**config.mk**
```make
export PLATFORM = sky130hd
export DESIGN_NAME = am_lock_top
export DESIGN_NICKNAME = d
export VERILOG_FILES = /design/src/source/am_pkg.sv /design/src/source/pcs_block_pkg.sv /design/src/source/block_receiver.sv /design/src/source/block_fifo.sv /design/src/source/am_lock_comparator.sv /design/src/source/am_lock_fsm.sv /design/src/source/am_lock_top.sv
export SDC_FILE = /design/constraint.sdc
export NUM_CORES = 1
export LEC_CHECK = 0
export BUFFER_PORTS_ARGS = -buffer_cell sky130_fd_sc_hd__buf_2
export CAP_MARGIN = 20
export CORE_MARGIN = 2
export CORE_UTILIZATION = 55
export CTS_CLUSTER_SIZE = 30
export DETAILED_ROUTE_END_ITERATION = 16
export PLACE_DENSITY = 0.74
export SYNTH_ARGS = -nofsm -noshare
export SYNTH_HDL_FRONTEND = slang
export SYNTH_SLANG_ARGS = --single-unit
```
**constraint.sdc**
```tcl
create_clock -name i_clock -period 3.9 [get_ports i_clock]
set_clock_uncertainty 0.2 [all_clocks]
set_input_delay 0.585 -clock i_clock [delete_from_list [all_inputs] [get_ports i_clock]]
set_output_delay 0.585 -clock i_clock [all_outputs]
set_load 0.05 [all_outputs]
```
**src/source/am_pkg.sv**
```systemverilog
package am_pkg;

	localparam int LEN_AM    = 48;
	localparam int N_ALIGNER = 20;

	typedef logic [LEN_AM-1:0]    am_value_t;   // M0 M1 M2 M4 M5 M6.
	typedef logic [4:0]           lane_id_t;
	typedef logic [N_ALIGNER-1:0] lane_mask_t;

	// Marker values per PCS lane, lane 0 first.
	localparam am_value_t AM_TABLE [N_ALIGNER] = '{
		48'hC168213E97DE,
		48'h9D718E628E71,
		48'h594BE8A6B417,
		48'h4D957BB26A84,
		48'hF507090AF8F6,
		48'hDD14C222EB3D,
		48'h9A4A2665B5D9,
		48'h7B456684BA99,
		48'hA024765FDB89,
		48'h68C9FB973604,
		48'hFD6C99029366,
		48'hB99155466EAA,
		48'h5CB9B2A3464D,
		48'h1AF8BDE50742,
		48'h83C7CA7C3835,
		48'h3536CDCAC932,
		48'hC4314C3BCEB3,
		48'hADD6B7522948,
		48'h5F662AA099D5,
		48'hC0F0E53F0F1A
	};

endpackage

```
**src/source/pcs_block_pkg.sv**
```systemverilog
package pcs_block_pkg;

	typedef logic [1:0]  sync_header_t;
	typedef logic [63:0] block_payload_t;  // Byte 0 in bits 63:56.

	localparam sync_header_t SH_DATA = 2'b01;
	localparam sync_header_t SH_CTRL = 2'b10;

	// One 66-bit block as delivered by the gearbox.
	typedef struct packed {
		sync_header_t   sync_header;
		block_payload_t payload;
	} pcs_block_t;

	// Compact record kept in the buffer, BIP bytes removed.
	typedef struct packed {
		logic              sh_valid;
		am_pkg::am_value_t am_value;
	} block_record_t;

endpackage

```
**src/source/block_receiver.sv**
```systemverilog
module block_receiver
(
	input  logic                         i_clock,
	input  logic                         i_arst_n,
	input  logic                         i_block_req,
	input  pcs_block_pkg::pcs_block_t    i_block,
	output logic                         o_block_ack,
	input  logic                         i_full,
	output logic                         o_push,
	output pcs_block_pkg::block_record_t o_record
);

	import pcs_block_pkg::*;

	logic accept;

	// New request seen and room in the buffer.
	assign accept = i_block_req && !o_block_ack && !i_full;

	always_ff @(posedge i_clock or negedge i_arst_n)
	begin
		if (!i_arst_n)
		begin
			o_block_ack <= 1'b0;
		end
		else if (accept)
		begin
			o_block_ack <= 1'b1;
		end
		else if (o_block_ack && !i_block_req)
		begin
			o_block_ack <= 1'b0;  // Return to idle.
		end
	end

	// One push per handshake, on the edge where ack rises.
	assign o_push = accept;

	assign o_record.sh_valid = (i_block.sync_header == SH_DATA) ||
		(i_block.sync_header == SH_CTRL);

	// Keep bytes 0, 1, 2 and 4, 5, 6.
	assign o_record.am_value = {i_block.payload[63:40], i_block.payload[31:8]};

endmodule

```
**src/source/block_fifo.sv**
```systemverilog
module block_fifo
#(
	parameter int FIFO_DEPTH = 4
)
(
	input  logic                         i_clock,
	input  logic                         i_arst_n,
	input  logic                         i_push,
	input  pcs_block_pkg::block_record_t i_record,
	output logic                         o_full,
	output logic                         o_valid,
	output pcs_block_pkg::block_record_t o_record,
	input  logic                         i_pop
);

	import pcs_block_pkg::*;

	localparam int PTR_W = (FIFO_DEPTH > 1) ? $clog2(FIFO_DEPTH) : 1;
	localparam int CNT_W = $clog2(FIFO_DEPTH + 1);

	block_record_t    mem [FIFO_DEPTH];
	logic [PTR_W-1:0] wr_ptr;
	logic [PTR_W-1:0] rd_ptr;
	logic [CNT_W-1:0] count;
	logic             do_push;
	logic             do_pop;

	function automatic logic [PTR_W-1:0] next_ptr(input logic [PTR_W-1:0] ptr);
		return (ptr == PTR_W'(FIFO_DEPTH - 1)) ? '0 : ptr + 1'b1;
	endfunction

	assign o_full   = (count == CNT_W'(FIFO_DEPTH));
	assign o_valid  = (count != '0);
	assign o_record = mem[rd_ptr];  // Show-ahead head.

	assign do_push = i_push && !o_full;
	assign do_pop  = i_pop && o_valid;

	always_ff @(posedge i_clock)
	begin
		if (do_push)
			mem[wr_ptr] <= i_record;
	end

	always_ff @(posedge i_clock or negedge i_arst_n)
	begin
		if (!i_arst_n)
		begin
			wr_ptr <= '0;
			rd_ptr <= '0;
			count  <= '0;
		end
		else
		begin
			if (do_push)
				wr_ptr <= next_ptr(wr_ptr);
			if (do_pop)
				rd_ptr <= next_ptr(rd_ptr);
			if (do_push && !do_pop)
				count <= count + 1'b1;
			else if (do_pop && !do_push)
				count <= count - 1'b1;
		end
	end

endmodule

```
**src/source/am_lock_comparator.sv**
```systemverilog
module am_lock_comparator
(
	input  logic               i_enable_mask,
	input  logic               i_timer_done,
	input  am_pkg::am_value_t  i_am_value,
	input  am_pkg::lane_mask_t i_match_mask,
	input  logic               i_sh_valid,
	output logic               o_am_match,
	output am_pkg::lane_mask_t o_match_vector
);

	import am_pkg::*;

	lane_mask_t match_vector;
	logic       any_match;
	logic       enable;

	// One comparator per lane, masked by the FSM.
	always_comb
	begin
		match_vector = '0;
		for (int i = 0; i < N_ALIGNER; i++)
		begin
			if (i_match_mask[i] && (AM_TABLE[i] == i_am_value))
				match_vector[i] = 1'b1;
		end
	end

	assign any_match = |match_vector;
	assign enable    = i_enable_mask || i_timer_done;  // Hunting or at expected slot.

	assign o_am_match     = any_match && enable && i_sh_valid;
	assign o_match_vector = match_vector;

endmodule

```
**src/source/am_lock_fsm.sv**
```systemverilog
module am_lock_fsm
#(
	parameter int AM_PERIOD = 16384,
	parameter int N_INVALID = 4
)
(
	input  logic                         i_clock,
	input  logic                         i_arst_n,
	input  logic                         i_valid,
	input  pcs_block_pkg::block_record_t i_record,
	output logic                         o_pop,
	output logic                         o_am_lock,
	output am_pkg::lane_id_t             o_lane_id
);

	import am_pkg::*;

	localparam int CNT_W = (AM_PERIOD > 1) ? $clog2(AM_PERIOD) : 1;
	localparam int INV_W = $clog2(N_INVALID + 1);

	typedef enum logic [1:0] {
		HUNT,
		CHECK_2ND,
		LOCKED
	} lock_state_t;

	lock_state_t      state;
	logic [CNT_W-1:0] block_cnt;   // Blocks since last marker slot.
	logic [INV_W-1:0] inv_cnt;
	lane_mask_t       lane_mask;   // One-hot, candidate or locked lane.
	lane_mask_t       cmp_mask;
	lane_mask_t       match_vector;
	lane_id_t         hit_lane;
	logic             timer_done;
	logic             enable_mask;
	logic             am_match;

	function automatic lane_id_t encode_lane(input lane_mask_t vec);
		lane_id_t id;
		id = '0;
		for (int i = N_ALIGNER - 1; i >= 0; i--)
		begin
			if (vec[i])
				id = lane_id_t'(i);
		end
		return id;
	endfunction

	assign o_pop       = i_valid;  // Never stalls.
	assign o_am_lock   = (state == LOCKED);
	assign timer_done  = i_valid && (block_cnt == CNT_W'(AM_PERIOD - 1));
	assign enable_mask = (state == HUNT);
	// All lanes stay visible until lock, so a wrong second marker can restart.
	assign cmp_mask    = (state == LOCKED) ? lane_mask : '1;
	assign hit_lane    = encode_lane(match_vector);

	am_lock_comparator u_comparator
	(
		.i_enable_mask  (enable_mask),
		.i_timer_done   (timer_done),
		.i_am_value     (i_record.am_value),
		.i_match_mask   (cmp_mask),
		.i_sh_valid     (i_record.sh_valid),
		.o_am_match     (am_match),
		.o_match_vector (match_vector)
	);

	always_ff @(posedge i_clock or negedge i_arst_n)
	begin
		if (!i_arst_n)
		begin
			state     <= HUNT;
			block_cnt <= '0;
			inv_cnt   <= '0;
			lane_mask <= '0;
			o_lane_id <= '0;
		end
		else if (i_valid)
		begin
			if (timer_done)
				block_cnt <= '0;
			else
				block_cnt <= block_cnt + 1'b1;

			case (state)
				HUNT:
				begin
					if (am_match)
					begin
						o_lane_id <= hit_lane;
						lane_mask <= lane_mask_t'(1) << hit_lane;
						block_cnt <= '0;  // Marker is slot zero.
						state     <= CHECK_2ND;
					end
				end
				CHECK_2ND:
				begin
					if (timer_done)
					begin
						if (am_match && |(match_vector & lane_mask))
						begin
							inv_cnt <= '0;
							state   <= LOCKED;
						end
						else if (am_match)
						begin
							// Other lane, take it as a new first marker.
							o_lane_id <= hit_lane;
							lane_mask <= lane_mask_t'(1) << hit_lane;
						end
						else
						begin
							state <= HUNT;
						end
					end
				end
				LOCKED:
				begin
					if (timer_done)
					begin
						if (am_match)
							inv_cnt <= '0;
						else if (inv_cnt == INV_W'(N_INVALID - 1))
						begin
							inv_cnt <= '0;
							state   <= HUNT;  // Lock lost.
						end
						else
							inv_cnt <= inv_cnt + 1'b1;
					end
				end
				default:
				begin
					state <= HUNT;
				end
			endcase
		end
	end

endmodule

```
**src/source/am_lock_top.sv**
```systemverilog
module am_lock_top
#(
	parameter int AM_PERIOD  = 16384,
	parameter int N_INVALID  = 4,
	parameter int FIFO_DEPTH = 4
)
(
	input  logic                      i_clock,
	input  logic                      i_arst_n,
	input  logic                      i_block_req,
	input  pcs_block_pkg::pcs_block_t i_block,
	output logic                      o_block_ack,
	output logic                      o_am_lock,
	output am_pkg::lane_id_t          o_lane_id
);

	import pcs_block_pkg::*;

	block_record_t push_record;
	block_record_t head_record;
	logic          push;
	logic          pop;
	logic          full;
	logic          valid;

	block_receiver u_receiver
	(
		.i_clock     (i_clock),
		.i_arst_n    (i_arst_n),
		.i_block_req (i_block_req),
		.i_block     (i_block),
		.o_block_ack (o_block_ack),
		.i_full      (full),
		.o_push      (push),
		.o_record    (push_record)
	);

	block_fifo #(
		.FIFO_DEPTH (FIFO_DEPTH)
	) u_fifo
	(
		.i_clock  (i_clock),
		.i_arst_n (i_arst_n),
		.i_push   (push),
		.i_record (push_record),
		.o_full   (full),
		.o_valid  (valid),
		.o_record (head_record),
		.i_pop    (pop)
	);

	am_lock_fsm #(
		.AM_PERIOD (AM_PERIOD),
		.N_INVALID (N_INVALID)
	) u_lock_fsm
	(
		.i_clock   (i_clock),
		.i_arst_n  (i_arst_n),
		.i_valid   (valid),
		.i_record  (head_record),
		.o_pop     (pop),
		.o_am_lock (o_am_lock),
		.o_lane_id (o_lane_id)
	);

endmodule

```
==> flow_metrics.tcl <==
set metrics [dict create \
    worst_ep_arrival_time_ns 4.33 \
    worst_slack_ns -0.214 \
    synth.largest_area_cell "edfxtp_1" \
    port_buffers 59 \
    worstMarginPinSlew_ns 0.894 \
    vias 9374 \
    place_congestion 1.01 \
    ys_seq_area_share_pct 58.2 \
    final_nets 1249 \
    cts_made_buffers 24 \
    cp.required_ns 4.11 \
    ant_nets 0 \
    drt-initial-drc-count 817 \
    synth-edff-count 196 \
    rows 54 \
    r2r_slack_ns -0.21 \
    synth_area_leaders "edfxtp_1 (48%), dfrtp_1 (11%), mux4_2 (7.8%), nor4_1 (3.0%), and4bb_2 (2.5%)" \
    cts.sinks 248 \
    worst_hold_slack_ns -0.0252 \
    synth_cell_type_count 70 \
    drc 0 \
    power.density_nw_per_um2 596 \
    avgSynthCellArea_um2 14.1 \
    antenna_cells 0 \
    cp-start-kind "flip-flop" \
    floorplan.initialDensity_pct 56.3 \
    period_needed_ns 4.11 \
    avgRoutedWirePerCell_um 25.9 \
    grt_max_degree 45 \
    synth_cells 876 \
    cts_buffer_depth 3 \
    synth_ff_type "edfxtp_1" \
    yosys_warnings 0 \
    hold_viol 41 \
    track_usage_pct 31.7 \
    total_power_mw 9.62 \
    design.core.area_um2 22000 \
    drive_gt1_share_pct 44.1 \
    cp-end-kind "flip-flop" \
    finalCritPeriodShare_pct 105 \
    ff2ff_path_depth 16 \
    fin_area_um2 16100 \
    worstPathMaxFanout 17 \
    synthArstFlopShare_pct 21.0 \
    place_area_um2 14500 \
    die_y_um 154 \
    h-tree-depth 1 \
    drt-pass1-iter-count 5 \
    grt_pass1_wl_um 56300 \
    clkTransAtPathRegs_ns 0.06 \
    yosys_register_bits 248 \
    wirelength_um 38100 \
    drv_cap 0 \
    clock_latency_ns 0.55 \
    clock.fmax_mhz 243 \
    synthToLayoutAreaGrowth_pct 30.7 \
    ioPinCount 76 \
    irDropWorstVdd_v 0.000566 \
    synthesis.nets 953 \
    cts_tree "built" \
    hp-class "primary input to async pin" \
    leakage_nw 6.15 \
    status "finished, violations left" \
    hold_buffers 0 \
    violations "negative hold slack, negative setup slack" \
    hpwl_um 27100 \
    synth_top_area_share_pct 47.6 \
    die_w_um 154 \
    critPathKind "flip-flop to flip-flop" \
    antenna_found_initial 0 \
    grt_setup_unrepaired "true" \
    fin_tns_setup_ns -5.82 \
    slew_violations 0 \
    slew_headroom_pct 40.4 \
    vias_per_cell 6.38 \
    overflow 0 \
    root_buffer "clkbuf_16" \
    grt_pass1_vias 9373 \
    synthesis.area_um2 12400 \
    fp.dieArea_um2 23700 \
    setup_viol 42 \
]
routing by layer:
| metal | up-vias | share of wire [%] | track usage (%) |
|---|---|---|---|
| met4 | 0 | 4.5 | 12.7 |
| met2 | 423 | 47 | 50.3 |
| met5 | - | 0 | 0 |
| li1 | 4180 | - | - |
| met3 | 98 | 7.0 | 5.52 |
| met1 | 4673 | 42 | 44.1 |
layout by cell type (no fill, tap or decap), types with 5 or more instances in the layout:
cell	count
dfrtp_1	50
mux2i_1	6
nor4bb_1	12
o21ai_0	15
nand2_1	66
and3_1	5
nor3_1	12
nor4_2	18
nand3_1	49
o211ai_1	5
nand4_1	49
clkbuf_1	7
nor4_1	36
o2111ai_1	8
a31oi_1	8
clkbuf_16	27
buf_6	12
and4bb_4	14
nor2_1	35
nor4_4	8
edfxtp_1	196
buf_2	59
and4bb_2	17
nand2b_1	7
nor3b_1	6
mux4_2	45
nand3b_1	6
mux2_4	18
inv_1	15
nor2b_1	6
ha_1	8
buf_4	233
nor4bb_4	5
or3_1	5
mux2_2	5
buf_12	12
cell usage after synthesis (all sizes together) (20+ instances only):
| library cell | number |
|---|---|
| edfxtp | 196 |
| nand2 | 67 |
| nor4 | 62 |
| nand4 | 54 |
| dfrtp | 52 |
| nand3 | 51 |
| mux4 | 49 |
| buf | 43 |
| nor2 | 36 |
| and4bb | 33 |
| mux2 | 23 |
| o21ai | 20 |
critical path, stage by stage, from the launching register on:
cell and delay [ns]:
dfrtp_4 0.54, buf_12 0.16, clkbuf_16 0.16, buf_4 0.14
mux4_2 0.48, and4bb_1 0.27, buf_6 0.16, buf_4 0.14
nand4_1 0.14, nor4_4 0.04, buf_4 0.16, a221oi_2 0.19
nand4_1 0.22, o31ai_4 0.30, nand4_4 0.16, buf_12 0.19
mux2_4 0.30
final cells by class:
| class | count | area (um2) |
|---|---|---|
| fill | 1401 | 5820 |
| multi-input combinational | 560 | 5210 |
| inverter | 16 | 60.1 |
| clock inverter | 9 | 125 |
| timing repair buffer | 322 | 2540 |
| clock buffer | 34 | 668 |
| tap | 280 | 350 |
| sequential | 248 | 7190 |
repair_timing:
| item | in CTS | in global routing |
|---|---|---|
| endpoints found under the setup margin | 43 | 44 |
| cloned | 0 | 4 |
| gates resized for setup | 50 | 58 |
| setup buffers | 4 | 22 |
| pin swaps | 1 | 9 |
kinds of logic (layout without fill, tap and decap cells):
logic type | count (synthesis) | count (layout) | synth area share [%]
AND/OR/NAND/NOR | 393 | 393 | 20.6
adder cells (fa/ha/maj) | 8 | 8 | 0.810
XOR/XNOR | 6 | 6 | 0.425
AO/OA/AOI/OAI | 75 | 75 | 4.37
flip-flops | 248 | 248 | 58.2
multiplexers | 78 | 78 | 12.2
buffers and inverters | 68 | 381 | 3.44
state kept, by name (all words and copies together), names as in the netlist:
register	count
u_fifo.count	3
u_receiver.o_block_ack	1
u_lock_fsm.o_lane_id	5
u_lock_fsm.lane_mask	20
u_fifo.mem	196
u_lock_fsm.state	2
u_fifo.wr_ptr	2
u_lock_fsm.inv_cnt	3
u_fifo.rd_ptr	2
u_lock_fsm.block_cnt	14
path summary, 6_finish.rpt:
| kind | start | endpoint |
|---|---|---|
| min in group i_clock | i_block[62] | u_fifo.mem[1][46] |
| max reg2reg | u_fifo.rd_ptr[0] | u_lock_fsm.o_lane_id[2] |
| min reg2reg | u_fifo.count[2] | u_fifo.count[2] |
| max | u_fifo.rd_ptr[0] | u_lock_fsm.o_lane_id[2] |
| min | i_arst_n | u_lock_fsm.lane_mask[9] |
| max in group asynchronous | i_arst_n | u_lock_fsm.block_cnt[9] |
per-stage QoR:
step	cells	util, %	hold slack, ns	setup slack (ns)
3_5_place_dp	1396	66.2	0.280	-0.296
5_1_grt	1469	73.5	0.0415	-0.340
3_3_place_gp	1396	66.2	0.282	-0.308
6_report	1469	73.5	-0.0252	-0.214
2_1_floorplan	876	-	0.0894	0.0637
4_1_cts	1443	71.0	0.00349	-0.147
where the power goes:
group          internal [mW]  total, mW  switching [mW]  leakage (nW)
clock                   1.34       2.34            1.00         0.383
combinational           1.96       3.93            1.97          3.29
sequential              3.20       3.35           0.149          2.47
total                   6.50       9.62            3.12          6.15
Note: power is estimated with default switching activity, not from simulation.
